<file path="src/logic/ooo_consts.svh">
`ifndef OOO_CONSTS_SVH
`define OOO_CONSTS_SVH

`define XLEN 32       // data and pc width
`define REG_NUM 32    // architectural registers
`define ROB_DEPTH 8   // slot 0 is reserved, so seven entries are live
`define RS_DEPTH 2    // reservation station entries

`endif

</file>
<file path="src/logic/rob_pkg.sv">
`include "ooo_consts.svh"

package rob_pkg;
    typedef logic [$clog2(`ROB_DEPTH)-1:0] rob_tag_t;  // tag 0 means no producer

    typedef enum logic [1:0] {
        ENT_EXEC,       // waiting on the ALU
        ENT_DONE,       // free to retire
        ENT_NOT_TAKEN   // branch that fell through
    } entry_state_t;
endpackage

</file>
<file path="src/logic/rename_regfile.sv">
`timescale 1ns/1ns
`include "ooo_consts.svh"

module rename_regfile (
    input  logic                        clk,
    input  logic                        rst,
    input  logic [$clog2(`REG_NUM)-1:0] rs1,
    input  logic [$clog2(`REG_NUM)-1:0] rs2,
    output logic [`XLEN-1:0]            rs1_value,
    output rob_pkg::rob_tag_t           rs1_tag,
    output logic [`XLEN-1:0]            rs2_value,
    output rob_pkg::rob_tag_t           rs2_tag,
    input  logic                        alloc_valid,
    input  logic [$clog2(`REG_NUM)-1:0] alloc_rd,
    input  rob_pkg::rob_tag_t           alloc_tag,
    input  logic                        commit_valid,
    input  logic [$clog2(`REG_NUM)-1:0] commit_rd,
    input  logic [`XLEN-1:0]            commit_value,
    input  rob_pkg::rob_tag_t           commit_tag
);
    import rob_pkg::*;

    logic [`XLEN-1:0] values [`REG_NUM];
    rob_tag_t tags [`REG_NUM];

    // a retiring producer is forwarded, since its buffer slot is already free
    always_comb begin
        rs1_value = values[rs1];
        rs1_tag = tags[rs1];
        if (rs1 == '0 || (commit_valid && commit_rd == rs1 && tags[rs1] == commit_tag)) begin
            rs1_value = (rs1 == '0) ? '0 : commit_value;
            rs1_tag = '0;
        end
        rs2_value = values[rs2];
        rs2_tag = tags[rs2];
        if (rs2 == '0 || (commit_valid && commit_rd == rs2 && tags[rs2] == commit_tag)) begin
            rs2_value = (rs2 == '0) ? '0 : commit_value;
            rs2_tag = '0;
        end
    end

    always_ff @(posedge clk) begin
        if (!rst) begin
            for (int i = 0; i < `REG_NUM; i++) begin
                tags[i] <= '0;
            end
        end else begin
            if (commit_valid && tags[commit_rd] == commit_tag)
                tags[commit_rd] <= '0;
            if (alloc_valid)
                tags[alloc_rd] <= alloc_tag;  // a new rename beats the clear
        end
    end

    always_ff @(posedge clk) begin
        if (commit_valid)
            values[commit_rd] <= commit_value;
    end

    a_reg0_tag: assert property (@(posedge clk) disable iff (!rst) tags[0] == '0);
endmodule

</file>
<file path="config.mk">
export PLATFORM = sky130hd
export DESIGN_NAME = rename_regfile
export DESIGN_NICKNAME = d
export VERILOG_FILES = /design/src/logic/rob_pkg.sv /design/src/logic/rename_regfile.sv
export VERILOG_INCLUDE_DIRS = /design/src /design/src/logic
export SDC_FILE = /design/constraint.sdc
export NUM_CORES = 2
export LEC_CHECK = 0
export ABC_AREA = 1
export CAP_MARGIN = 25
export CORE_MARGIN = 3
export CORE_UTILIZATION = 45
export DETAILED_ROUTE_END_ITERATION = 8
export DONT_BUFFER_PORTS = 1
export SETUP_SLACK_MARGIN = 0.15
export SLEW_MARGIN = 5
export SYNTH_ARGS = -nofsm -noshare
export SYNTH_HDL_FRONTEND = slang
export SYNTH_SLANG_ARGS = --single-unit
</file>
<file path="constraint.sdc">
create_clock -name clk -period 4.7 [get_ports clk]
set_input_delay 0.47 -clock clk [delete_from_list [all_inputs] [get_ports clk]]
set_output_delay 0.47 -clock clk [all_outputs]
set_load 0.01 [all_outputs]
</file>
# After elaboration in Yosys (flattened, before gate mapping)
# Memory sizes are Yosys's and may differ from the RTL's.
# Cells that the tools add are included.
# totals
register_bits	0
mem_bits_rw	1120
memories	2
# mem_list
name	depth	width	rd	rd_clocked_by_memory_dff	write_ports	line	rtl
values	32	32	2	0	1	rename_regfile.sv:23	logic [`XLEN-1:0] values [`REG_NUM];
tags	32	3	3	0	32	rename_regfile.sv:24	rob_tag_t tags [`REG_NUM];
# classes
n_mux	21
reduce_logical	11
eq_ne	5
# ops
op	count
2-to-1 mux 32 bit	4
2-to-1 mux 3 bit	4
2-to-1 mux 1 bit	11
== test 5 bit	2
logical NOT 5 bit	2
2-to-1 mux 5 bit	2
== test 3 bit	3
OR reduction 3 bit	2
logical AND 1 bit	5
logical OR 1 bit	2

# Logic depth before layout (Yosys ltp)
# An unclocked memory read counts as a cell.
# depth
word_depth	8
mapped_depth	18
ltp_nobuf	14

# Worst setup path after synthesis
# No wires, ideal clock.
# synth_timing
kind	input port to flip-flop
startpoint	input port commit_rd[2]
endpoint	memory values[28][0] (netlist name), enable pin
setup_ns	0.461
required_time_ns	4.239
slack_ns	0.808
n_path_buf	1
cell_stages	5
t_arrival_ns	3.431
path_cell_list	buf_2 > inv_1 > nor3_1 > inv_1 > nor3_1
# synth_lines
element	line	rtl
start, declared	rename_regfile.sv:17	input logic [$clog2(`REG_NUM)-1:0] commit_rd,
end, declared	rename_regfile.sv:23	
# Straight into the memory's write port.

# Worst setup path after layout
# layout_timing
startpoint	input port rs1[1]
endpoint	output port rs1_value[12]
# layout_between
elab_chain_len	5
elab_cells_between_ends	10
# layout_lines
element	line	rtl
start, declared	rename_regfile.sv:7	input logic [$clog2(`REG_NUM)-1:0] rs1,
memory read (32 x 3 bit) or == test 5 bit (tied branches)	--	
== test 3 bit or logical AND 1 bit (tied branches)	rename_regfile.sv:30	if (rs1 == '0 || (commit_valid && commit_rd == rs1 && tags[rs1] == commit_tag)) begin
logical AND 1 bit	rename_regfile.sv:30	
logical OR 1 bit	rename_regfile.sv:30	
2-to-1 mux 32 bit *	rename_regfile.sv:30	
end, declared	rename_regfile.sv:9	output logic [`XLEN-1:0] rs1_value,
# Every way passes the cells marked *; elsewhere a longest branch is shown, timed or not.

==> flow_summary.json <==
{
  "yosys.area.top_type_share_pct": 57.4,
  "p_seq_share_pct": 49.1,
  "fmax_ghz": 0.143,
  "wl_per_cell_um": 27.8,
  "holdWs_ns": 0.0650,
  "grt_pass1_vias": 45509,
  "clock_skew_ns": 0.00968,
  "violations": "max-slew violations, negative setup slack",
  "postSynthCellCount": 6361,
  "finalCritPeriodShare_pct": 149,
  "finish.net_count": 6185,
  "netlist_area_um2": 58600,
  "portBuffers": 0,
  "comb_power_share_pct": 10.7,
  "dp_hpwl_mm": 110,
  "rsz0062_at_grt": "false",
  "cts_root_buf": "clkbuf_16",
  "fill_cells": 11781,
  "maxCapViolations": 0,
  "peakVddDrop_mv": 0.336,
  "antenna_found_initial": 14,
  "reg2reg_from": "tags[3][2]",
  "critPathRequiredTime_ns": 4.23,
  "cts.sinks": 1120,
  "setup.worst_path.class": "in2out",
  "p_per_area_nw_per_um2": 356,
  "synthMostInstantiatedCell": "edfxtp_1",
  "gp_routability_congestion": 0.896,
  "core_um2": 129000,
  "grt_max_degree": 832,
  "ys_ff_latch": 1120,
  "placed_cells": 7659,
  "cp_max_fo": 478,
  "numCtsBuffers": 118,
  "start_kind": "input port",
  "synth_top_area_cell": "edfxtp_1",
  "cts_setup_buffers": 0,
  "die_w_um": 367,
  "grt_pass1_wl_mm": 311,
  "syn2layout_area_growth_pct": 9.82,
  "synth_warnings": 0,
  "synth_common_cells": "1,120 x edfxtp_1, 1,051 x o21ai_0, 890 x nand2_1",
  "drive_above_1_share_pct": 6.40,
  "firstDrtPassIters": 6,
  "synth_edf_count": 1120,
  "power.leakage_nw": 22.9,
  "ant_nets": 0,
  "clk_pin_slew_ns": 0.06,
  "synth_seq_area_share_pct": 57.4,
  "drt-initial-drc-count": 7433,
  "chipHeight_um": 367,
  "synthDistinctLibCells": 40,
  "synth_area_leaders": "edfxtp_1 57%, o21ai_0 9.0%, nand2_1 5.7%, a21oi_1 5.5%, nand3_1 4.7%",
  "end_kind": "output pin",
  "startpoint": "rs1[1]",
  "slew_headroom_pct": -154,
  "p_switching_mw": 5.85,
  "fin_ws_ns": -2.31,
  "final_cell_count_no_fill": 7966,
  "syn_area_per_cell_um2": 9.22,
  "finalSetupViolCount": 35,
  "pwr-share-clk_pct": 40.2,
  "via_per_inst": 6.31,
  "drcViolationCount": 0,
  "multiInputGateArea_um2": 20800,
  "rows": 131,
  "clockBufferDepth": 3,
  "finalSetupTns_ns": -76.20,
  "synth-main-ff-cell": "edfxtp_1",
  "fin_crit_ns": 7.01,
  "intPower_mw": 17.0,
  "insertion_delay_ns": 0.75,
  "grt.overflow.total": 0,
  "boundaryPins": 132,
  "outcome": "complete, but fails checks",
  "register_area_um2": 33600,
  "async_flop_share_pct": 0,
  "start_util_pct": 45.6,
  "htree_levels": 3,
  "dieArea_um2": 135000,
  "drv_slew": 498,
  "min_path_type": "in2reg",
  "worstMarginPinSlew_ns": 3.81,
  "critPathArrivalTime_ns": 6.54,
  "swShare_pct": 25.6,
  "num_vias": 50243,
  "grtUsageTotal_pct": 31.2,
  "hold_start": "commit_value[26]",
  "cts_tree": "done",
  "hold_viol": 0,
  "drt_wl_total_mm": 222,
  "syn_nets": 6423
}
[registers in the layout, summed over array words and instances (netlist names)]
name,cells
tags,96
values,1024
[placed cells by master, fill, tap and decap left out, drive strengths merged, types with 56 or more instances in the layout]
master	count
o211ai	254
o21ai	1066
inv	509
nand2	895
buf	136
clkbuf	160
nand3	574
a22oi	56
nor2	497
a21oi	646
nand4	64
edfxtp	1120
[power groups by stage]
stage	clock, mW	sequential [mW]	combinational (mW)
floorplan	0	11.4	1.62
global placement	0	11.4	1.90
detailed placement	0	11.4	1.92
CTS	9.27	11.2	2.09
global route	9.66	11.2	2.62
finish	9.20	11.2	2.45
[path summary, 6_finish.rpt]
path / end / depth (start not counted) / slack (ns)
worst max register to register: tags[3][2] / 12 / 2.03
worst max-delay path: rs1_value[12] / 14 / -2.31
worst min-delay path: values[13][26] / 1 / 0.07
worst min register to register: tags[11][1] / 11 / 1.39
[worst max-delay path: stages]
cell     delay [ns]
inv_4          2.07
nand3_1        0.16
nand3_1        0.19
nand2_1        0.10
nand2_1        0.09
nand2_1        0.05
nand2_1        0.07
nand2_1        0.08
nor2_1         0.19
nor2_4         0.06
nand2_2        0.46
buf_4          0.31
nand3_1        0.11
nand2_1        0.27
[kinds of logic (layout without fill, tap and decap cells)]
logic type,after synthesis,in the layout,share of synthesized area [%]
AO/OA/AOI/OAI,2102,2102,19.6
XOR/XNOR,3,3,0.0448
buffers and inverters,1035,896,7.48
flip-flops,1120,1120,57.4
multiplexers,4,4,0.0683
other,0,15,0
AND/OR/NAND/NOR,2097,2097,15.4
[final cells by class]
cell class | instances | area share (%)
sequential | 1120 | 52.2
multi-input combinational | 4206 | 32.3
clock buffer | 155 | 4.87
tap | 1729 | 3.36
timing repair buffer | 172 | 3.23
inverter | 505 | 2.99
clock inverter | 64 | 0.917
antenna | 15 | 0.0583
[through the flow]
stage | setup slack, ns | util [%] | total power [mW] | area (um^2)
2_1_floorplan | 0.808 | - | 13.0 | 58600
3_3_place_gp | 0.891 | 46.3 | 13.3 | 59500
6_report | -2.31 | 50.1 | 22.9 | 64400
5_1_grt | 0.181 | 50.1 | 23.5 | 64300
4_1_cts | 0.950 | 49.5 | 22.6 | 63700
3_5_place_dp | 0.924 | 46.3 | 13.4 | 59500
[routing by layer]
| layer | part of all wire (%) | vias up | wire, um | GRT usage [%] |
|---|---|---|---|---|
| met1 | 39 | 24018 | 87100 | 42.6 |
| met5 | 0.028 | - | 61 | 0 |
| li1 | - | 22212 | - | - |
| met4 | 4.9 | 8 | 10900 | 14.9 |
| met2 | 44 | 3381 | 96500 | 46.9 |
| met3 | 12 | 624 | 27200 | 7.46 |
[what timing repair did]
item | 4_1_cts | 5_1_grt
endpoints found under the setup margin | 0 | 52
hold buffers | 37 | 0
resized for setup | 0 | 0
hold endpoints to repair | 1024 | 0
No activity file was read; power rests on OpenSTA's default activity.
