==> src/logic/ooo_consts.svh <==
`ifndef OOO_CONSTS_SVH
`define OOO_CONSTS_SVH

`define XLEN 32       // data and pc width
`define REG_NUM 32    // architectural registers
`define ROB_DEPTH 8   // slot 0 is reserved, so seven entries are live
`define RS_DEPTH 2    // reservation station entries

`endif

==> src/logic/isa_pkg.sv <==
package isa_pkg;
    typedef enum logic [4:0] {
        ADD, SUB, AND, OR, XOR,           // register or immediate arithmetic
        SLL, SRL, SRA, SLT, SLTU,
        LUI, AUIPC, JAL, JALR,            // upper immediates and jumps
        BEQ, BNE, BLT, BGE, BLTU, BGEU,   // conditional branches
        NOP
    } opcode_t;

    function automatic logic is_branch(opcode_t op);
        return op inside {BEQ, BNE, BLT, BGE, BLTU, BGEU};
    endfunction

    // these never visit the ALU and are finished once they are in the buffer
    function automatic logic done_at_dispatch(opcode_t op);
        return op inside {LUI, AUIPC, JAL, NOP};
    endfunction
endpackage

==> src/logic/rob_pkg.sv <==
`include "ooo_consts.svh"

package rob_pkg;
    typedef logic [$clog2(`ROB_DEPTH)-1:0] rob_tag_t;  // tag 0 means no producer

    typedef enum logic [1:0] {
        ENT_EXEC,       // waiting on the ALU
        ENT_DONE,       // free to retire
        ENT_NOT_TAKEN   // branch that fell through
    } entry_state_t;
endpackage

==> src/logic/reorder_buffer.sv <==
`timescale 1ns/1ns
`include "ooo_consts.svh"

module reorder_buffer (
    input  logic                        clk,
    input  logic                        rst,
    input  logic                        disp_valid,
    output logic                        disp_ready,
    input  isa_pkg::opcode_t            disp_op,
    input  logic [$clog2(`REG_NUM)-1:0] disp_rd,
    input  logic [$clog2(`REG_NUM)-1:0] disp_rs1,
    input  logic [$clog2(`REG_NUM)-1:0] disp_rs2,
    input  logic [`XLEN-1:0]            disp_imm,
    input  logic                        disp_has_imm,
    input  logic [`XLEN-1:0]            disp_pc,
    output logic [$clog2(`REG_NUM)-1:0] rs1,
    output logic [$clog2(`REG_NUM)-1:0] rs2,
    input  logic [`XLEN-1:0]            rs1_value,
    input  rob_pkg::rob_tag_t           rs1_tag,
    input  logic [`XLEN-1:0]            rs2_value,
    input  rob_pkg::rob_tag_t           rs2_tag,
    output logic                        alloc_valid,
    output logic [$clog2(`REG_NUM)-1:0] alloc_rd,
    output rob_pkg::rob_tag_t           alloc_tag,
    output logic                        rs_alloc,
    output isa_pkg::opcode_t            rs_op,
    output rob_pkg::rob_tag_t           rs_tag,
    output logic [`XLEN-1:0]            rs_v1,
    output rob_pkg::rob_tag_t           rs_q1,
    output logic [`XLEN-1:0]            rs_v2,
    output rob_pkg::rob_tag_t           rs_q2,
    output logic [`XLEN-1:0]            rs_pc,
    output logic [`XLEN-1:0]            rs_imm,
    input  logic                        rs_full,
    input  logic                        cdb_valid,
    input  rob_pkg::rob_tag_t           cdb_tag,
    input  logic [`XLEN-1:0]            cdb_value,
    input  logic                        cdb_taken,
    output logic                        commit_valid,
    output logic [$clog2(`REG_NUM)-1:0] commit_rd,
    output logic [`XLEN-1:0]            commit_value,
    output rob_pkg::rob_tag_t           commit_tag,
    output logic                        redirect_valid,
    output logic [`XLEN-1:0]            redirect_pc
);
    import isa_pkg::*;
    import rob_pkg::*;

    localparam rob_tag_t LIVE = rob_tag_t'(`ROB_DEPTH - 1);

    opcode_t ops [`ROB_DEPTH];
    logic [$clog2(`REG_NUM)-1:0] rds [`ROB_DEPTH];
    logic [`XLEN-1:0] values [`ROB_DEPTH];
    logic [`XLEN-1:0] targets [`ROB_DEPTH];
    entry_state_t states [`ROB_DEPTH];
    rob_tag_t head;
    rob_tag_t tail;
    rob_tag_t count;    // 0 to 7 live entries
    rob_tag_t cdb_off;  // distance of the bus tag from the head
    logic xfer;
    logic do_commit;
    logic use_imm;
    logic op1_ready;
    logic op2_ready;
    logic [`XLEN-1:0] op2_value;
    logic [`XLEN-1:0] entry_value;
    logic [$clog2(`REG_NUM)-1:0] entry_rd;

    function automatic rob_tag_t next_slot(rob_tag_t t);
        return (t == LIVE) ? rob_tag_t'(1) : t + 1'b1;
    endfunction

    // JALR holds pc plus 4 from dispatch while its bus value is the target
    function automatic logic [`XLEN:0] resolve(rob_tag_t tag, logic [`XLEN-1:0] rf_value);
        if (tag == '0)
            return {1'b1, rf_value};
        if (states[tag] != ENT_EXEC || ops[tag] == JALR)
            return {1'b1, values[tag]};
        if (cdb_valid && cdb_tag == tag)
            return {1'b1, cdb_value};
        return {1'b0, rf_value};
    endfunction

    always_comb begin
        {op1_ready, rs_v1} = resolve(rs1_tag, rs1_value);
        {op2_ready, op2_value} = resolve(rs2_tag, rs2_value);
        rs_q1 = op1_ready ? '0 : rs1_tag;
        rs_v2 = use_imm ? disp_imm : op2_value;
        rs_q2 = (use_imm || op2_ready) ? '0 : rs2_tag;
        case (disp_op)
            LUI:       entry_value = disp_imm;
            AUIPC:     entry_value = disp_pc + disp_imm;
            JAL, JALR: entry_value = disp_pc + `XLEN'(4);
            default:   entry_value = '0;
        endcase
    end

    assign use_imm = disp_has_imm && !is_branch(disp_op);
    assign entry_rd = is_branch(disp_op) ? '0 : disp_rd;
    assign disp_ready = (count != LIVE) && !(rs_full && !done_at_dispatch(disp_op));
    assign xfer = disp_valid && disp_ready;
    assign rs1 = disp_rs1;
    assign rs2 = disp_rs2;
    assign alloc_valid = xfer && entry_rd != '0;
    assign alloc_rd = entry_rd;
    assign alloc_tag = tail;
    assign rs_alloc = xfer && !done_at_dispatch(disp_op);
    assign rs_op = disp_op;
    assign rs_tag = tail;
    assign rs_pc = disp_pc;
    assign rs_imm = disp_imm;
    assign do_commit = count != '0 && states[head] != ENT_EXEC;
    assign cdb_off = (cdb_tag >= head) ? cdb_tag - head : cdb_tag + LIVE - head;

    always_ff @(posedge clk) begin
        if (!rst) begin
            head <= rob_tag_t'(1);
            tail <= rob_tag_t'(1);
            count <= '0;
            commit_valid <= 1'b0;
            redirect_valid <= 1'b0;
        end else begin
            if (xfer)
                tail <= next_slot(tail);
            if (do_commit)
                head <= next_slot(head);
            count <= count + rob_tag_t'(xfer) - rob_tag_t'(do_commit);
            commit_valid <= do_commit;
            redirect_valid <= do_commit && (ops[head] inside {JAL, JALR} ||
                              (is_branch(ops[head]) && states[head] == ENT_DONE));
        end
    end

    always_ff @(posedge clk) begin
        if (cdb_valid) begin
            if (is_branch(ops[cdb_tag]))
                states[cdb_tag] <= cdb_taken ? ENT_DONE : ENT_NOT_TAKEN;
            else
                states[cdb_tag] <= ENT_DONE;
            if (ops[cdb_tag] == JALR)
                targets[cdb_tag] <= cdb_value;
            else if (!is_branch(ops[cdb_tag]))
                values[cdb_tag] <= cdb_value;
        end
        if (xfer) begin
            ops[tail] <= disp_op;
            rds[tail] <= entry_rd;
            values[tail] <= entry_value;
            targets[tail] <= disp_pc + disp_imm;  // only read for JAL and branches
            states[tail] <= done_at_dispatch(disp_op) ? ENT_DONE : ENT_EXEC;
        end
        if (do_commit) begin
            commit_rd <= rds[head];
            commit_value <= values[head];
            commit_tag <= head;
            redirect_pc <= targets[head];
        end
    end

    // with seven live entries the tail has wrapped back onto the head
    a_no_overflow: assert property (@(posedge clk) disable iff (!rst)
        xfer |-> !(tail == head && count != '0));
    // results come back only for live entries still waiting on the ALU
    a_cdb_live: assert property (@(posedge clk) disable iff (!rst)
        cdb_valid |-> cdb_tag != '0 && cdb_off < count && states[cdb_tag] == ENT_EXEC);
endmodule

==> config.mk <==
export PLATFORM = sky130hd
export DESIGN_NAME = reorder_buffer
export DESIGN_NICKNAME = d
export VERILOG_FILES = /design/src/logic/isa_pkg.sv /design/src/logic/rob_pkg.sv /design/src/logic/reorder_buffer.sv
export VERILOG_INCLUDE_DIRS = /design/src /design/src/logic
export SDC_FILE = /design/constraint.sdc
export NUM_CORES = 2
export LEC_CHECK = 0
export BUFFER_PORTS_ARGS = -buffer_cell sky130_fd_sc_hd__buf_2
export CAP_MARGIN = 20
export CORE_MARGIN = 5
export CORE_UTILIZATION = 57
export DETAILED_ROUTE_END_ITERATION = 12
export PLACE_DENSITY = 0.78
export SLEW_MARGIN = 30
export SYNTH_ARGS = -nofsm -noshare
export SYNTH_HDL_FRONTEND = slang
export SYNTH_SLANG_ARGS = --single-unit
==> constraint.sdc <==
create_clock -name clk -period 9.24 [get_ports clk]
set_clock_uncertainty 0.15 [all_clocks]
set_input_delay 0.924 -clock clk [delete_from_list [all_inputs] [get_ports clk]]
set_output_delay 0.924 -clock clk [all_outputs]
set_load 0.02 [all_outputs]
After elaboration in Yosys (flattened, before gate mapping) --
Memory sizes are Yosys's and may differ from the RTL's. A register that Yosys moved wholly into a read port is not among the register bits. Index checks and enable logic that the tools add are counted.
Word-level totals: memories 5, word-level logic and storage cells 135, register bits 14, output and inout port bits 237, bits of input ports 196, RAM bits 608
Memory list:
- targets | words 8, width 32, read ports 1, clocked after memory_dff 1, write ports 2, line reorder_buffer.sv:54 | logic [`XLEN-1:0] targets [`ROB_DEPTH];
- values | words 8, width 32, read ports 3, clocked after memory_dff 1, write ports 2, line reorder_buffer.sv:53 | logic [`XLEN-1:0] values [`ROB_DEPTH];
- ops | words 8, width 5, read ports 4, clocked after memory_dff 1, write ports 1, line reorder_buffer.sv:51 | opcode_t ops [`ROB_DEPTH];
- rds | words 8, width 5, read ports 1, clocked after memory_dff 1, write ports 1, line reorder_buffer.sv:52 | logic [$clog2(`REG_NUM)-1:0] rds [`ROB_DEPTH];
- states | words 8, width 2, read ports 3, clocked after memory_dff 1, write ports 2, line reorder_buffer.sv:55 | entry_state_t states [`ROB_DEPTH];
Operators by class: add/subtract/negate cells 6, muxes and demuxes 52, equal/unequal tests 34, reductions and logical operators 31, bitwise gates (word level) 1
Operators by type and width (number):
- 33-bit two-way mux | 12
- 32-bit case mux with 3 select lines | 1
- 5-bit by 4-bit == test with 1-bit output (second input constant) | 15
- 5-bit == test (second input constant) | 13
- 32-bit by 3-bit adder with 32-bit output (second input constant) | 1
- 32-bit adder | 1
- 32-bit two-way mux | 1
- 1-bit two-way mux | 27
- 3-bit two-way mux | 8
- 6-bit nonzero test | 3
- 1-bit logical AND | 11
- 2-bit nonzero test | 4
- 3-bit by 1-bit adder with 3-bit output (second input constant) | 2
- 3-bit == test | 2
- 3-bit == test (second input constant) | 2
- 3-bit zero test | 2
- 5-bit two-way mux | 1
- 5-bit nonzero test | 1
- 1-bit logical OR | 4
- 2-bit two-way mux | 2
- 4-bit nonzero test | 1
- 3-bit by 1-bit adder with 3-bit output | 1
- 1-bit zero test | 3
- 3-bit != test (second input constant) | 1
- other kinds (5) | 5

Depth between registers and ports, before layout --
An unclocked memory read counts as a cell.
word-level depth 12, depth in mapped cells 14, gate-level depth less buffers 13

Worst setup path before layout --
OpenSTA, ideal clock, no wires.
path type reg-to-reg, from reg with a tool-made name, to reg count[1], buffers on the path 1, library setup time 0.115 ns, arrival 6.294 ns, cell stages (with the launch flop) 10, data required time 8.975 ns, clock period less this slack 6.559 ns, setup slack 2.681 ns, cells stage by stage dfxtp_1 buf_1 mux4_2 mux2i_1 a21oi_1 ha_1 inv_1 ha_1 fa_1 and2_1
RTL lines:
- end signal: assignment | line reorder_buffer.sv:127 | count <= count + rob_tag_t'(xfer) - rob_tag_t'(do_commit);
- end: declaration | line reorder_buffer.sv:58 | rob_tag_t count;

==> results.md <==
* Status: complete, no violations
* Cell Area, Synth at 0.0404 mm2
* Minimum clock period at 5.49 ns
* Placed insts at 4294
* Core ar. at 0.0701 mm2
* Global-route usage over all layers at 0.358
* Final antenna-violating net count at 0
* Combinational Power Share at 0.277
* Clock power share at 0.301
* First-pass GRT wire length at 203000 um
* CTS Hold Bufs at 0
* WL final at 142000 um
* Setup TNS at 0 ns
* Initial core utilization at 0.576
* Ys flop type: edfxtp_1
* Total vias in the final route at 32000
* Drt first pass iters at 10
* Most common cell in the netlist: edfxtp_1
* Syn Area/Cell at 12.5 um2
* FF+latch count, synth at 694
* Area contributors post-synth: edfxtp_1, mux4_2, o21ai_0
* Psw at 0.00306 W
* CP startpoint kind: flop
* Max H-tree Level at 3
* Avg WL per Cell at 31.9 um
* Latest clock arrival within the worst-skew pair at 0.64 ns
* Lkg Pwr at 16.0 nW
* Port bufs at 412
* Mapped Cells at 3244
* Max clock buf depth at 3
* Die footprint at 0.0763 mm2
* TritonCTS clock tree: built
* Rel. slew slack at 0.271
* Pins Over Slew Limit at 0
* CTS Root Cell: clkbuf_16
* CP Max Fanout at 35
* Final Setup Violations at 0
* RSZ-0062 raised after global routing: no
* Worst Path Class, Setup: flop to output port
* Post-CTS setup buffers at 0
* Cts repair resizes at 0
* Worst vdd ir at 0.156 mV
* Endpoint class of the critical path: output port
* Vias in the first global route at 30900
* Nets at 3667
* Final hold violation count at 0
* Area leader, netlist: edfxtp_1
* Critical path arrival at 4.41 ns
* Yosys top cell area share at 0.499
* Worst Hold Slack at 0.352 ns
* CP required at 8.17 ns
* Initial antenna violation count at 7
* P_int at 0.00634 W
* Worst-Margin Slew at 1.08 ns
* Ports at 433
* Cell area power density at 209 mW/mm2
* Finished Layout Cells at 4433
* Post-synth cell types at 92
* Routed vias/inst at 7.23
* Share of layout cells above drive strength 1 at 0.325
* Final Wtd Congestion at 0.937
* Sequential Power Share at 0.423
* Inserted Clock Buffers at 72
* Sw Share at 0.326
* Max Cap Viol at 0
* Grt ovf at 0
* F_max at 182 MHz
* # clock sinks at 694
* Height of the chip at 276 um
* Post-synth EDFFs at 672
* Starting DRT DRC Count at 5314
* Synth warn at 0
* Post-route DRC at 0
* Top post-synthesis cells by count: edfxtp_1, nand2_1, o21ai_0, mux4_2, a21oi_1
* Post-DP HPWL at 90100 um
* HP Class: flop to flop
* Synthesized Nets at 3480
* Fin crit share at 0.594
* Post-synthesis sequential area ratio at 0.510
* DIE WIDTH at 276 um
* Clk pin slew, worst setup/hold paths at 0.07 ns
* Largest net degree at the start of global routing at 106
* Asr flop ratio synth at 0
* # rows at 97
* Area growth syn-to-layout at 11.5%
## cell usage in the layout (no fill, tap or decap), types with 52 or more instances in the layout
master / n
nor2_1: 131
a21oi_1: 167
clkbuf_16: 74
nor3_1: 52
buf_4: 57
mux2_2: 114
o21ai_0: 372
mux4_2: 290
nand2_1: 389
buf_2: 408
edfxtp_1: 672
## final timing paths
kind	from	endpoint	slack, ns	cells past startpoint
min	states[1][1]$_SDFFE_PP0P_	states[1][1]$_SDFFE_PP0P_	0.35	2
max reg2reg	ops[5][3]$_DFFE_PP_	values[4][10]$_DFFE_PP_	4.82	7
max	ops[1][1]$_DFFE_PP_	rs_v1[21]	3.75	11
min reg2reg	states[1][1]$_SDFFE_PP0P_	states[1][1]$_SDFFE_PP0P_	0.35	2
## cells by family (layout without fill, tap and decap cells)
| kind of cell | Yosys count | after routing | share of synthesized area |
|---|---|---|---|
| XOR/XNOR | 64 | 64 | 0.0148 |
| multiplexers | 439 | 439 | 0.202 |
| adder cells (fa/ha/maj) | 40 | 40 | 0.0128 |
| buffers and inverters | 400 | 645 | 0.0467 |
| other | 0 | 4 | 0 |
| AO/OA/AOI/OAI | 835 | 835 | 0.126 |
| AND/OR/NAND/NOR | 772 | 772 | 0.0870 |
| flip-flops | 694 | 694 | 0.510 |
## sequential cells by signal, indices dropped and copies added (netlist names), 5 cells and up, named ones only
signal and flops:
commit_value 32, rds 40, values 256, states 16, redirect_pc 32, commit_rd 5
ops 40, targets 256
## per-stage QoR
stage,total power (W),setup WS (ns),cell area [um2],utilization
global placement,0.00652,3.69,42700,0.608
finish,0.00940,3.75,45100,0.642
global route,0.00968,3.62,45100,0.642
floorplan,0.00569,2.68,40400,-
detailed placement,0.00656,3.51,42700,0.609
CTS,0.00932,3.80,44900,0.641
## power by group through the flow
stage | logic (W) | registers [W] | clock network, W
after CTS | 0.00254 | 0.00397 | 0.00281
after global routing | 0.00272 | 0.00400 | 0.00296
final | 0.00260 | 0.00397 | 0.00283
after floorplan | 0.00150 | 0.00420 | 0
after global placement | 0.00249 | 0.00403 | 0
after detailed placement | 0.00252 | 0.00403 | 0
## per-layer routing
metal | vias to the layer above | share of wire | track usage
li1 | 12900 | - | -
met1 | 15400 | 0.33 | 0.459
met2 | 3074 | 0.45 | 0.541
met3 | 596 | 0.16 | 0.128
met4 | 8 | 0.063 | 0.184
met5 | - | 0.00066 | 0.0138
## layout make-up
type                       count  area [um2]
antenna                        4        10.0
clock buffer                  88        1920
clock inverter                44         299
fill                        5145       25100
inverter                      39         154
multi-input combinational   2150       18300
sequential                   694       20600
tap                          940        1180
timing repair buffer         474        2620
## critical path, cell delays in order, from the launching register on
cell and delay [ns]:
edfxtp_1 0.47, nand4b_1 0.24, nor2_1 0.14, nor3_1 0.07
mux4_2 0.47, mux2_2 0.30, buf_4 0.37, a21boi_4 0.84
buf_4 0.41, nor2_1 0.12, a21oi_1 0.13, buf_2 0.18
No activity file was read; power rests on OpenSTA's default activity.
