<file path="src/logic/ooo_consts.svh">
`ifndef OOO_CONSTS_SVH
`define OOO_CONSTS_SVH

`define XLEN 32       // data and pc width
`define REG_NUM 32    // architectural registers
`define ROB_DEPTH 8   // slot 0 is reserved, so seven entries are live
`define RS_DEPTH 2    // reservation station entries

`endif

</file>
<file path="src/logic/isa_pkg.sv">
package isa_pkg;
    typedef enum logic [4:0] {
        ADD, SUB, AND, OR, XOR,           // register or immediate arithmetic
        SLL, SRL, SRA, SLT, SLTU,
        LUI, AUIPC, JAL, JALR,            // upper immediates and jumps
        BEQ, BNE, BLT, BGE, BLTU, BGEU,   // conditional branches
        NOP
    } opcode_t;

    function automatic logic is_branch(opcode_t op);
        return op inside {BEQ, BNE, BLT, BGE, BLTU, BGEU};
    endfunction

    // these never visit the ALU and are finished once they are in the buffer
    function automatic logic done_at_dispatch(opcode_t op);
        return op inside {LUI, AUIPC, JAL, NOP};
    endfunction
endpackage

</file>
<file path="src/logic/rob_pkg.sv">
`include "ooo_consts.svh"

package rob_pkg;
    typedef logic [$clog2(`ROB_DEPTH)-1:0] rob_tag_t;  // tag 0 means no producer

    typedef enum logic [1:0] {
        ENT_EXEC,       // waiting on the ALU
        ENT_DONE,       // free to retire
        ENT_NOT_TAKEN   // branch that fell through
    } entry_state_t;
endpackage

</file>
<file path="src/logic/alu_station.sv">
`timescale 1ns/1ns
`include "ooo_consts.svh"

module alu_station (
    input  logic              clk,
    input  logic              rst,
    input  logic              rs_alloc,
    input  isa_pkg::opcode_t  rs_op,
    input  rob_pkg::rob_tag_t rs_tag,
    input  logic [`XLEN-1:0]  rs_v1,
    input  rob_pkg::rob_tag_t rs_q1,
    input  logic [`XLEN-1:0]  rs_v2,
    input  rob_pkg::rob_tag_t rs_q2,
    input  logic [`XLEN-1:0]  rs_pc,
    input  logic [`XLEN-1:0]  rs_imm,
    output logic              rs_full,
    input  logic              cdb_valid,
    input  rob_pkg::rob_tag_t cdb_tag,
    input  logic [`XLEN-1:0]  cdb_value,
    output logic              iss_valid,
    output isa_pkg::opcode_t  iss_op,
    output logic [`XLEN-1:0]  iss_a,
    output logic [`XLEN-1:0]  iss_b,
    output logic [`XLEN-1:0]  iss_pc,
    output logic [`XLEN-1:0]  iss_imm,
    output rob_pkg::rob_tag_t iss_tag
);
    import isa_pkg::*;
    import rob_pkg::*;

    logic [`RS_DEPTH-1:0] valid;
    logic [`RS_DEPTH-1:0] ready;
    opcode_t op [`RS_DEPTH];
    rob_tag_t tag [`RS_DEPTH];
    rob_tag_t q1 [`RS_DEPTH];
    rob_tag_t q2 [`RS_DEPTH];
    logic [`XLEN-1:0] v1 [`RS_DEPTH];
    logic [`XLEN-1:0] v2 [`RS_DEPTH];
    logic [`XLEN-1:0] pc [`RS_DEPTH];
    logic [`XLEN-1:0] imm [`RS_DEPTH];
    logic oldest;
    logic sel;
    logic slot;

    always_comb begin
        for (int i = 0; i < `RS_DEPTH; i++) begin
            ready[i] = valid[i] && q1[i] == '0 && q2[i] == '0;
        end
    end

    assign rs_full = &valid;
    assign slot = valid[0];  // first free entry
    assign sel = ready[oldest] ? oldest : ~oldest;
    assign iss_valid = |ready;
    assign iss_op = op[sel];
    assign iss_a = v1[sel];
    assign iss_b = v2[sel];
    assign iss_pc = pc[sel];
    assign iss_imm = imm[sel];
    assign iss_tag = tag[sel];

    always_ff @(posedge clk) begin
        if (!rst) begin
            valid <= '0;
            oldest <= 1'b0;
        end else begin
            if (iss_valid)
                valid[sel] <= 1'b0;
            if (rs_alloc) begin
                valid[slot] <= 1'b1;
                // an issue on this edge always empties the other entry
                oldest <= (valid[~slot] && !iss_valid) ? ~slot : slot;
            end else if (iss_valid) begin
                oldest <= ~sel;
            end
        end
    end

    always_ff @(posedge clk) begin
        for (int i = 0; i < `RS_DEPTH; i++) begin
            if (cdb_valid && q1[i] == cdb_tag) begin
                v1[i] <= cdb_value;
                q1[i] <= '0;
            end
            if (cdb_valid && q2[i] == cdb_tag) begin
                v2[i] <= cdb_value;
                q2[i] <= '0;
            end
        end
        if (rs_alloc) begin
            op[slot] <= rs_op;
            tag[slot] <= rs_tag;
            v1[slot] <= rs_v1;
            q1[slot] <= rs_q1;
            v2[slot] <= rs_v2;
            q2[slot] <= rs_q2;
            pc[slot] <= rs_pc;
            imm[slot] <= rs_imm;
        end
    end

    a_no_fill_full: assert property (@(posedge clk) disable iff (!rst) rs_alloc |-> !rs_full);
endmodule

</file>
<file path="config.mk">
export PLATFORM = sky130hd
export DESIGN_NAME = alu_station
export DESIGN_NICKNAME = d
export VERILOG_FILES = /design/src/logic/isa_pkg.sv /design/src/logic/rob_pkg.sv /design/src/logic/alu_station.sv
export VERILOG_INCLUDE_DIRS = /design/src /design/src/logic
export SDC_FILE = /design/constraint.sdc
export NUM_CORES = 1
export LEC_CHECK = 0
export ABC_AREA = 1
export BUFFER_PORTS_ARGS = -buffer_cell sky130_fd_sc_hd__buf_4
export CORE_ASPECT_RATIO = 0.7
export CORE_MARGIN = 2
export CORE_UTILIZATION = 55
export CTS_BUF_LIST = sky130_fd_sc_hd__clkbuf_8
export DETAILED_ROUTE_END_ITERATION = 6
export GPL_TIMING_DRIVEN = 0
export PLACE_DENSITY = 0.8
export SETUP_SLACK_MARGIN = 0.2
export SYNTH_ARGS = -nofsm -noshare
export SYNTH_HDL_FRONTEND = slang
export SYNTH_SLANG_ARGS = --single-unit
</file>
<file path="constraint.sdc">
create_clock -name clk -period 11.04 [get_ports clk]
set_input_delay 0.552 -clock clk [delete_from_list [all_inputs] [get_ports clk]]
set_output_delay 0.552 -clock clk [all_outputs]
set_load 0.005 [all_outputs]
</file>
=== After elaboration in Yosys (flattened, before gate mapping) ===
Memories as Yosys holds them, arrays and structs flattened.
Cells that the tools add are included.
Widths: inputs -> output; s select.

* Flip-flop bits (word level): 3
* Bits in latches: 0
* Bits in writable memories: 284
* Bits in read-only memories: 0
* Output and inout port bits: 138
* Word-level logic and storage cells: 70
* Memories kept: 8

* Add/subtract/negate cells: 0
* Multiply operators: 0
* Div/mod/pow operators: 0
* Order comparisons: 6
* Equality and inequality tests: 4
* Shift operators: 0
* Mux-type cells: 25
* Bitwise gates (word level): 6
* Reductions and logical operators: 19

{| class="wikitable"
|+ Memories
! memory !! words !! width !! rd ports !! clocked after Yosys merged registers in !! write ports !! line !! source
|-
| imm || 2 || 32 || 1 || 0 || 1 || alu_station.sv:40 || <nowiki>logic [`XLEN-1:0] imm [`RS_DEPTH];</nowiki>
|-
| pc || 2 || 32 || 1 || 0 || 1 || alu_station.sv:39 || <nowiki>logic [`XLEN-1:0] pc [`RS_DEPTH];</nowiki>
|-
| v1 || 2 || 32 || 1 || 0 || 3 || alu_station.sv:37 || <nowiki>logic [`XLEN-1:0] v1 [`RS_DEPTH];</nowiki>
|-
| v2 || 2 || 32 || 1 || 0 || 3 || alu_station.sv:38 || <nowiki>logic [`XLEN-1:0] v2 [`RS_DEPTH];</nowiki>
|-
| op || 2 || 5 || 1 || 0 || 1 || alu_station.sv:33 || <nowiki>opcode_t op [`RS_DEPTH];</nowiki>
|-
| q1 || 2 || 3 || 2 || 0 || 3 || alu_station.sv:35 || <nowiki>rob_tag_t q1 [`RS_DEPTH];</nowiki>
|-
| +2 memories || -- || -- || -- || -- || -- || -- ||
|}

{| class="wikitable"
|+ Operator list
! cell !! number
|-
| $mux 1 || 20
|-
| $eq 3x3->1 || 4
|-
| $logic_not 3->1 || 4
|-
| $logic_and 1x1->1 || 11
|-
| $lt 1x2->1 const B || 4
|-
| $mux 2 || 3
|-
| $not 1->1 || 3
|-
| $and 2x2->2 || 1
|-
| $demux 1 s1 || 2
|-
| $ge 1x1->1 const B || 2
|-
| $not 2->2 || 1
|-
| $or 2x2->2 || 1
|-
| $reduce_and 2->1 || 1
|-
| $reduce_bool 2->1 || 1
|-
| $reduce_or 2->1 || 1
|-
| $logic_not 1->1 || 1
|}

=== Depth between registers and ports, before layout ===
Gate-level depths: netlist of run 1.

* Depth in word-level cells: 16
* Gate-level depth with buffers: 11
* Mapped depth without buffers: 9

=== Worst setup path after synthesis of run 1 ===
Ideal clock, no wire load.

* Path type: input to register
* From: in rs_alloc
* To: mem q1[0][0] (netlist bit) (enable)
* Arrival: 5.372 ns
* Required time: 10.647 ns
* Setup slack: 5.275 ns
* Stages on the path: 6
* Buffers on the path: 2
* Path through: inv_1 -> nor2_1 -> inv_1 -> buf_2 -> buf_2 -> nand2_1

{| class="wikitable"
|+ RTL lines
! item !! line !! source
|-
| start: declaration || alu_station.sv:7 || <nowiki>input logic rs_alloc,</nowiki>
|-
| end: declaration || alu_station.sv:35 ||
|}

==> results of run 1 <==
## final timing paths
path | depth (start not counted) | startpoint | to
worst max-delay path | 12 | q2[1][1] | iss_b[3]
worst min-delay path | 1 | rs_pc[26] | pc[0][26]
worst max register to register | 5 | valid[0] | imm[1][16]
worst min register to register | 2 | valid[1] | valid[1]
## layer usage
layer | up-vias | global-route usage
met5 | - | 0
met4 | 0 | 0.1001
met3 | 75 | 0.06563
met2 | 555 | 0.4352
met1 | 4299 | 0.3782
li1 | 4388 | -
## cells by family (layout without fill, tap and decap cells)
logic type      count (synthesis)  after routing  share of synthesized area
simple gates                  525            525                     0.1673
flops                         287            287                     0.7138
compound gates                143            143                    0.06011
buf+inv                       142            541                    0.05730
xor+xnor                        2              2                   0.001456
## Yosys cell counts, drive strengths merged (3+ instances only)
| master | n | area (um^2) |
|---|---|---|
| edfxtp | 284 | 8528 |
| buf | 38 | 299.0 |
| o22ai | 4 | 25.02 |
| a21oi | 9 | 45.04 |
| clkbuf | 13 | 48.80 |
| nor2 | 20 | 82.58 |
| dfxtp | 3 | 60.06 |
| inv | 91 | 341.6 |
| nand3 | 3 | 15.01 |
| nand2 | 497 | 1871 |
| o21ai | 129 | 645.6 |
## power groups by stage
stage	Combinational [mW]	Sequential [mW]	Clock, mW
3_3_place_gp	0.336	1.33	0
4_1_cts	0.358	1.31	0.766
6_report	0.359	1.31	0.759
2_1_floorplan	0.148	1.33	0
5_1_grt	0.390	1.31	0.817
3_5_place_dp	0.356	1.33	0
## cell type report
cell class / instances / area (um^2) / share of cell area
Clock inverter: 29 / 113.9 / 0.007265
Clock buffer: 45 / 619.3 / 0.03952
Inverter: 91 / 344.1 / 0.02195
Buffer: 51 / 347.8 / 0.02219
Multi-Input combinational cell: 670 / 2771 / 0.1768
Timing Repair Buffer: 325 / 2535 / 0.1617
Sequential cell: 287 / 8588 / 0.5480
Tap cell: 282 / 352.8 / 0.02251
## sequential cells by signal, summed over array words and instances (netlist names)
signal  count
imm        64
pc         64
oldest      1
q1          6
tag         6
v2         64
q2          6
v1         64
valid       2
op         10
==> impl_metrics.toml, run 1 <==
[status]
outcome = "completed"

[sta]
tightest_slew_ns = 0.8380
slew_headroom = 0.4413
slew_viol_final = 0
post-route-min-period_ns = 2.972
holdWs_ns = 0.2083
period_share = 0.2692
timing_hold_violations_final = 0
fmax_ghz = 0.3365
rsz0062_at_grt = "no"
skew_ns = 0.01476
worst_slack_ns = 8.068
setup_tns_ns = 0
finalSetupViolCount = 0

[critical_path]
end_kind = "output port"
path_class = "register to output port"
cp_common_cell = "nand2_1"
crit_fanout = 10
rrSetupSlack_ns = 8.40
cpLargestDelayFamily = "buffers and inverters"
slowest_delay_ns = 0.38
start_kind = "register"
cp_num_buf_inv = 5
worstPathRequired_ns = 10.49
path_cells = "inv_1 > nand2_1 > nor2_1 > nand2_1 > nand2_1 > nand2_2 > inv_2 > buf_6 > buf_6 > nand2_1 > nand2_1 > buf_4"
cp_slowest_cell = "edfxtp_1"
worstPathArrival_ns = 2.42

[route]
wirelength_um = 32180
viasPerCell = 5.234
final_antenna_net_count = 0
top_layer = "met4"
drc = 0
drtIter0Drc = 852
wl_met2_um = 14870
avgRoutedWirePerCell_um = 18.08
wl_met3_um = 3630
met1_length_um = 12650
num_vias = 9317
firstDrtPassIters = 5

[global_route]
grt_pass1_vias = 9020
grtUsageTotal = 0.2754
grt_overflow = 0
antenna_found_initial = 0
grt_pass1_wl_um = 48420
grt_max_degree = 49

[synthesis]
yosys_warnings = 0
syn_inst = 1099
async_flop_share = 0
syn_avg_cell_area_um2 = 10.95
ys_seq_elements = 287
synth_edf_count = 284
synth_flop_cell = "edfxtp_1"
syn_area_um2 = 12030
synth.net_count = 1280
synth_cell_types = 22
ys_seq_area_frac = 0.7138

[min_path]
hp-class = "input port to register"

[final_layout]
final_cell_area_um2 = 15670
layout_commonest_cell = "nand2_1"
layout-drive-gt1-share = 0.2830
post-route-util = 0.7268
layout_common_cells = "nand2_1, buf_4, edfxtp_1, o21ai_0, inv_1"
antenna_cells = 0
final_cells = 1780
fillCellCount = 1496
nNetsFinal = 1650
syn_to_final_growth_pct = 30.26

[place]
dp_cells = 1706
post-place-ws_ns = 8.248
gp_congestion = 0.8197
place_area_um2 = 14940
dpl.hpwl_um = 22700
portBuffers = 318

[power_and_ir_drop]
p_leak_nw = 7.140
power.density_nw_per_um2 = 154.7
power_frac_comb = 0.148
switching_share = 0.2489
clkPwrFrac = 0.313
seq_power_share = 0.539
p_sw_mw = 0.6034
p_total_mw = 2.424
p_int_mw = 1.821
ir_worst_vdd_mv = 0.1532

[clocking]
cts.path.max_buffers = 3
cts_buffers = 43
postCtsSetupRepairBufs = 0
htreeDepth = 2
cts-root-buf = "clkbuf_8"
clock_latency_ns = 0.53
post_cts_resize_count = 0
cts_tree = "done"
hold_buffers = 0
clkTransAtPathRegs_ns = 0.07
cts_num_sinks = 287

[floorplan]
die_area_um2 = 23090
core_um2 = 21560
start_util = 0.5579
die_h_um = 127.7
die_w_um = 180.8
ios = 319
rows = 45

[job]
max_cap_viol_count = 0
No activity file was read; power rests on OpenSTA's default activity.
==> inputs of run 2 (changes only) <==
--- a/config.mk
+++ b/config.mk
@@ -10,11 +10,11 @@
 export BUFFER_PORTS_ARGS = -buffer_cell sky130_fd_sc_hd__buf_4
 export CORE_ASPECT_RATIO = 0.7
 export CORE_MARGIN = 2
-export CORE_UTILIZATION = 55
+export CORE_UTILIZATION = 49
 export CTS_BUF_LIST = sky130_fd_sc_hd__clkbuf_8
 export DETAILED_ROUTE_END_ITERATION = 6
 export GPL_TIMING_DRIVEN = 0
-export PLACE_DENSITY = 0.8
+export PLACE_DENSITY = 0.75
 export SETUP_SLACK_MARGIN = 0.2
 export SYNTH_ARGS = -nofsm -noshare
 export SYNTH_HDL_FRONTEND = slang
==> constraint.sdc (replaced) <==
create_clock -name clk -period 2.5 [get_ports clk]
set_input_delay 0.125 -clock clk [delete_from_list [all_inputs] [get_ports clk]]
set_output_delay 0.125 -clock clk [all_outputs]
set_load 0.005 [all_outputs]
==> run 2 against run 1 <==
Count of clock-buffer cells in the layout grew 5. Worst setup slack got worse by 7.9 ns. Final cell count grew 14%. Non-clock buffer count is 206 higher. Design area increased by 16%. Global-route usage grew 1.2 points. Via count up 14%. Clock skew increased by 0.0013 ns. Hold slack lost 0.15 ns. Utilization grew 3.7 points. Total power rose to 4.7 times the previous value. Critical endpoint is now iss_b[23]. Largest cell class unchanged.
==> impl_metrics.toml, run 2 (synthesized netlist as in run 1, its figures left out) <==
[sta]
tightest_slew_ns = 0.7232
period_share = 0.9389
slew_viol_final = 0
worst_slack_ns = 0.1527
slew_headroom = 0.5178
setup_tns_ns = 0
fmax_ghz = 0.4260
post-route-min-period_ns = 2.347
skew_ns = 0.01608
finalSetupViolCount = 0
rsz0062_at_grt = "yes"
timing_hold_violations_final = 0

[global_route]
grtUsageMet1 = 0.3691
grtUsageTotal = 0.2873
grt_pass1_wl_um = 56030
met2_usage = 0.4713
busiest_layer = "met2"
grtUsageMet3 = 0.05847
grt_pass1_vias = 10660
grt_overflow = 0
grt_max_degree = 41
antenna_found_initial = 2

[clocking]
cts_tree = "done"
clkTransAtPathRegs_ns = 0.06
clock_latency_ns = 0.54
cts.path.max_buffers = 3
cts_num_sinks = 287
cts-root-buf = "clkbuf_8"
htreeDepth = 2
cts_buffers = 45

[route]
avgRoutedWirePerCell_um = 18.99
drc = 0
num_vias = 10600
firstDrtPassIters = 6
final_antenna_net_count = 0
drtIter0Drc = 868
wirelength_um = 38530
viasPerCell = 5.224

[min_path]
holdPathStages = 3
hp-start = "rs_v2[7]"
hold-path-endpoint = "v2[1][7]"
hp-class = "input port to register"

[floorplan]
die_area_um2 = 25840
rows = 47
ios = 319
die_h_um = 135.1
die_w_um = 191.3
core_um2 = 23880
start_util = 0.5039

[status]
outcome = "completed"

[critical_path]
path_class = "register to output port"
crit_fanout = 10
regToRegStartpoint = "valid[0]"
worstPathRequired_ns = 2.38
rrSetupSlack_ns = 0.32
r2r_cells = 6
end_kind = "output port"
start_kind = "register"
worstPathArrival_ns = 2.22
r2r_end = "v1[1][25]"

[job]
max_cap_viol_count = 0

[place]
dpl.hpwl_um = 23370
portBuffers = 318
gp_congestion = 0.8643
post-place-ws_ns = -0.1639
place_area_um2 = 14990
dp_cells = 1740

[power_and_ir_drop]
p_leak_nw = 8.149
power.density_nw_per_um2 = 626.5
ir_worst_vdd_mv = 0.5868

[final_layout]
layout_common_cells = "nand2_1, buf_4, edfxtp_1, dlygate4sd3_1, o21ai_0"
syn_to_final_growth_pct = 51.60
final_cell_area_um2 = 18240
layout-drive-gt1-share = 0.2889
fillCellCount = 1458
final_cells = 2029
nNetsFinal = 1860
layout_commonest_cell = "nand2_1"
## run 2: changes by cell type in the layout (fill, tap and decap cells not counted), moves of 4 or more
cell / before / now
buf_6: 16 / 29
buf_4: 322 / 327
buf_8: 0 / 5
buf_2: 17 / 6
inv_1: 106 / 101
nand2_1: 491 / 450
nand2_4: 0 / 14
dlygate4sd3_1: 0 / 189
clkbuf_8: 45 / 50
buf_12: 6 / 10
nand2_2: 6 / 30
## run 2: critical path, stage by stage (launching register included)
cell and delay [ns]:
edfxtp_1 0.43, inv_1 0.10, nand2_2 0.07, nor2_4 0.13, nand3b_4 0.13, nand2_8 0.14, clkinv_8 0.09, buf_12 0.15
buf_12 0.14, nand2_1 0.07, nand2_2 0.07, buf_4 0.13
## run 2: routing by layer
metal / part of all wire / routed length, um / vias up
li1: - / - / 4809
met1: 0.38 / 14730 / 4939
met2: 0.48 / 18340 / 717
met3: 0.10 / 3891 / 134
met4: 0.041 / 1572 / 0
met5: 0 / 0 / -
## run 2: stage by stage
stage                     hold WS, ns    util  total power, mW
after floorplan                0.2239       -            6.522
after global placement         0.3103  0.6233            7.387
after detailed placement       0.3126  0.6277            7.451
after CTS                     0.02849  0.7469            11.27
after global routing          0.05335  0.7640            11.84
final                         0.05750  0.7640            11.43
## run 2: how the worst max path moves through the flow
| stage | end | slack, ns | startpoint | cells past startpoint |
|---|---|---|---|---|
| global route | iss_b[7] | 0.06 | q1[0][0] | 11 |
| global placement | pc[1][1] | -0.80 | valid[0] | 4 |
| detailed placement | imm[1][20] | -0.16 | valid[0] | 5 |
| finish | iss_b[23] | 0.15 | q1[0][0] | 11 |
| floorplan | q2[0][0] | 0.08 | valid[0] | 5 |
| CTS | iss_b[9] | 0.17 | q2[1][0] | 12 |
## run 2: layout make-up
class                           instances  area (um^2)  area share
Inverter                               91        357.8     0.01962
Antenna cell                            1        2.502   0.0001372
Timing Repair Buffer                  531         4606      0.2525
Multi-Input combinational cell        670         2995      0.1642
Clock buffer                           50        688.2     0.03773
Clock inverter                         28        110.1    0.006037
Timing Repair inverter                  2        13.76   0.0007546
Buffer                                 51        479.2     0.02627
Sequential cell                       287         8589      0.4709
Tap cell                              318        397.9     0.02181
## run 2: where the power goes
| group | switching (mW) | total (mW) | internal [mW] | leakage, nW |
|---|---|---|---|---|
| clock network | 1.80 | 3.61 | 1.82 | 0.461 |
| logic | 1.04 | 2.03 | 0.990 | 4.97 |
| registers | 0.0966 | 5.79 | 5.69 | 2.72 |
## run 2: timing repair
action | CTS | global route
hold buffers | 190 | 0
setup endpoints to repair | 208 | 144
gates cloned | 2 | 2
endpoints found under the hold margin | 287 | 0
pin swaps | 1 | 12
resized for setup | 30 | 83
setup buffers | 4 | 13
==> inputs of run 3 (changes only) <==
--- a/config.mk
+++ b/config.mk
@@ -15,6 +15,7 @@
 export DETAILED_ROUTE_END_ITERATION = 6
 export GPL_TIMING_DRIVEN = 0
 export PLACE_DENSITY = 0.75
+export RECOVER_POWER = 100
 export SETUP_SLACK_MARGIN = 0.2
 export SYNTH_ARGS = -nofsm -noshare
 export SYNTH_HDL_FRONTEND = slang
==> run 3 against run 2 <==
The flow now finishes with violations (design-rule violations). Total power fell by 0.63%. Final cell count did not move. Largest power group unchanged. Largest cell class unchanged. Sequential share of layout area rose by 0.66 points. Fmax fell by 1.3%. Global-route usage did not move. Die area did not move. Critical path type unchanged. Register-to-register slack got worse by 0.17 ns. Count of clock-buffer cells in the layout did not move. Via count rose by 0.40%.
==> impl_metrics.toml, run 3 (synthesized netlist as in run 1, its figures left out) <==
[status]
outcome = "finished with violations"
violations = "design-rule violations"

[floorplan]
rows = 47
die_area_um2 = 25840
ios = 319
die_h_um = 135.1
die_w_um = 191.3
start_util = 0.5039
core_um2 = 23880

[sta]
finalSetupViolCount = 0
timing_hold_violations_final = 0
skew_ns = 0.02218
rsz0062_at_grt = "yes"
slew_viol_final = 0
period_share = 0.9508
post-route-min-period_ns = 2.377
slew_headroom = 0.4055
tightest_slew_ns = 0.8917
fmax_ghz = 0.4207

[global_route]
grt_pass1_wl_um = 56030
grt_pass1_vias = 10660
grtUsageTotal = 0.2873
antenna_found_initial = 2
grt_overflow = 0
grt_max_degree = 41

[final_layout]
nNetsFinal = 1860
layout_commonest_cell = "nand2_1"
syn_to_final_growth_pct = 49.48
multiInputGateArea_um2 = 2958
ff_latch_area_um2 = 8588
fillCellCount = 1525
final_cell_area_um2 = 17980
layout-drive-gt1-share = 0.2626
layout_common_cells = "nand2_1, edfxtp_1, dlygate4sd3_1, buf_4, o21ai_0"

[clocking]
cts_tree = "done"
cts-root-buf = "clkbuf_8"
cts_num_sinks = 287
cts_buffers = 45
clkTransAtPathRegs_ns = 0.07
cts.path.max_buffers = 3
htreeDepth = 2
clock_latency_ns = 0.55

[critical_path]
end_kind = "output port"
crit_fanout = 6
worstPathArrival_ns = 2.25
start_kind = "register"
worstPathRequired_ns = 2.38
path_class = "register to output port"

[place]
place_area_um2 = 14990
portBuffers = 318
gp_congestion = 0.8643
dpl.hpwl_um = 23370

[job]
max_cap_viol_count = 0

[route]
num_vias = 10640
avgRoutedWirePerCell_um = 19.03
firstDrtPassIters = 7
final_antenna_net_count = 0
drc = 1
drtIter0Drc = 896
wirelength_um = 38600
viasPerCell = 5.244

[power_and_ir_drop]
power.density_nw_per_um2 = 631.4
p_total_mw = 11.36
ir_worst_vdd_mv = 0.5840
p_leak_nw = 7.959

[min_path]
hp-class = "input port to register"
-- run 3: layer usage --
layer / wire [um] / share of wire / track usage / vias up
met2: 18600 / 0.48 / 0.4713 / 689
met4: 1419 / 0.037 / 0.1372 / 0
met3: 3705 / 0.096 / 0.05847 / 116
met5: 0 / 0 / 0 / -
met1: 14880 / 0.39 / 0.3691 / 5020
li1: - / - / - / 4816
-- run 3: through the flow --
stage / hold slack (ns) / utilization / TNS [ns] / worst slack, ns / cells
floorplan: 0.2239 / - / 0 / 0.08221 / 1099
global placement: 0.3103 / 0.6233 / -184.65 / -0.7999 / 1735
detailed placement: 0.3126 / 0.6277 / -6.417 / -0.1639 / 1740
CTS: 0.02849 / 0.7469 / 0 / 0.1663 / 2014
global route: 0.05335 / 0.7533 / 0 / 0.02424 / 2029
finish: 0.05903 / 0.7533 / 0 / 0.1229 / 2029
-- run 3: final cells by class --
cell class / count / share of cell area
clock buffer: 50 / 0.03826
multi-input combinational: 670 / 0.1645
clock inverter: 28 / 0.006122
timing repair inverter: 2 / 0.0007653
antenna: 1 / 0.0001391
tap: 318 / 0.02212
buffer: 51 / 0.02567
inverter: 91 / 0.01976
timing repair buffer: 531 / 0.2452
sequential: 287 / 0.4775
-- run 3: where the power goes --
group	switching [mW]	internal, mW	total [mW]
Clock	1.80	1.82	3.62
Combinational	1.03	0.922	1.95
Sequential	0.0960	5.69	5.79
-- run 3: worst max-delay path, stage by stage, from the launching register on --
cell      delay [ns]
edfxtp_1        0.42
inv_1           0.10
nand2_1         0.09
nor2_4          0.13
nand3b_4        0.13
nand2_8         0.14
clkinv_8        0.09
buf_12          0.15
buf_4           0.19
nand2_4         0.07
nand2_2         0.06
buf_6           0.12
-- run 3: what timing repair did --
action / in CTS / in global routing
hold buffers: 190 / 0
gates resized for setup: 30 / 83
hold endpoints to repair: 287 / 0
gates cloned: 2 / 2
endpoints found under the setup margin: 208 / 144
buffers inserted: 4 / 13
pin swaps: 1 / 12
-- run 3: worst paths after layout --
path / from / endpoint / slack, ns / depth (start not counted)
worst max-delay path: q1[0][2] / iss_b[8] / 0.12 / 11
worst min-delay path: rs_v2[7] / v2[1][7] / 0.06 / 3
worst max register to register: valid[0] / v1[1][25] / 0.15 / 6
worst min register to register: valid[1] / valid[1] / 0.57 / 2
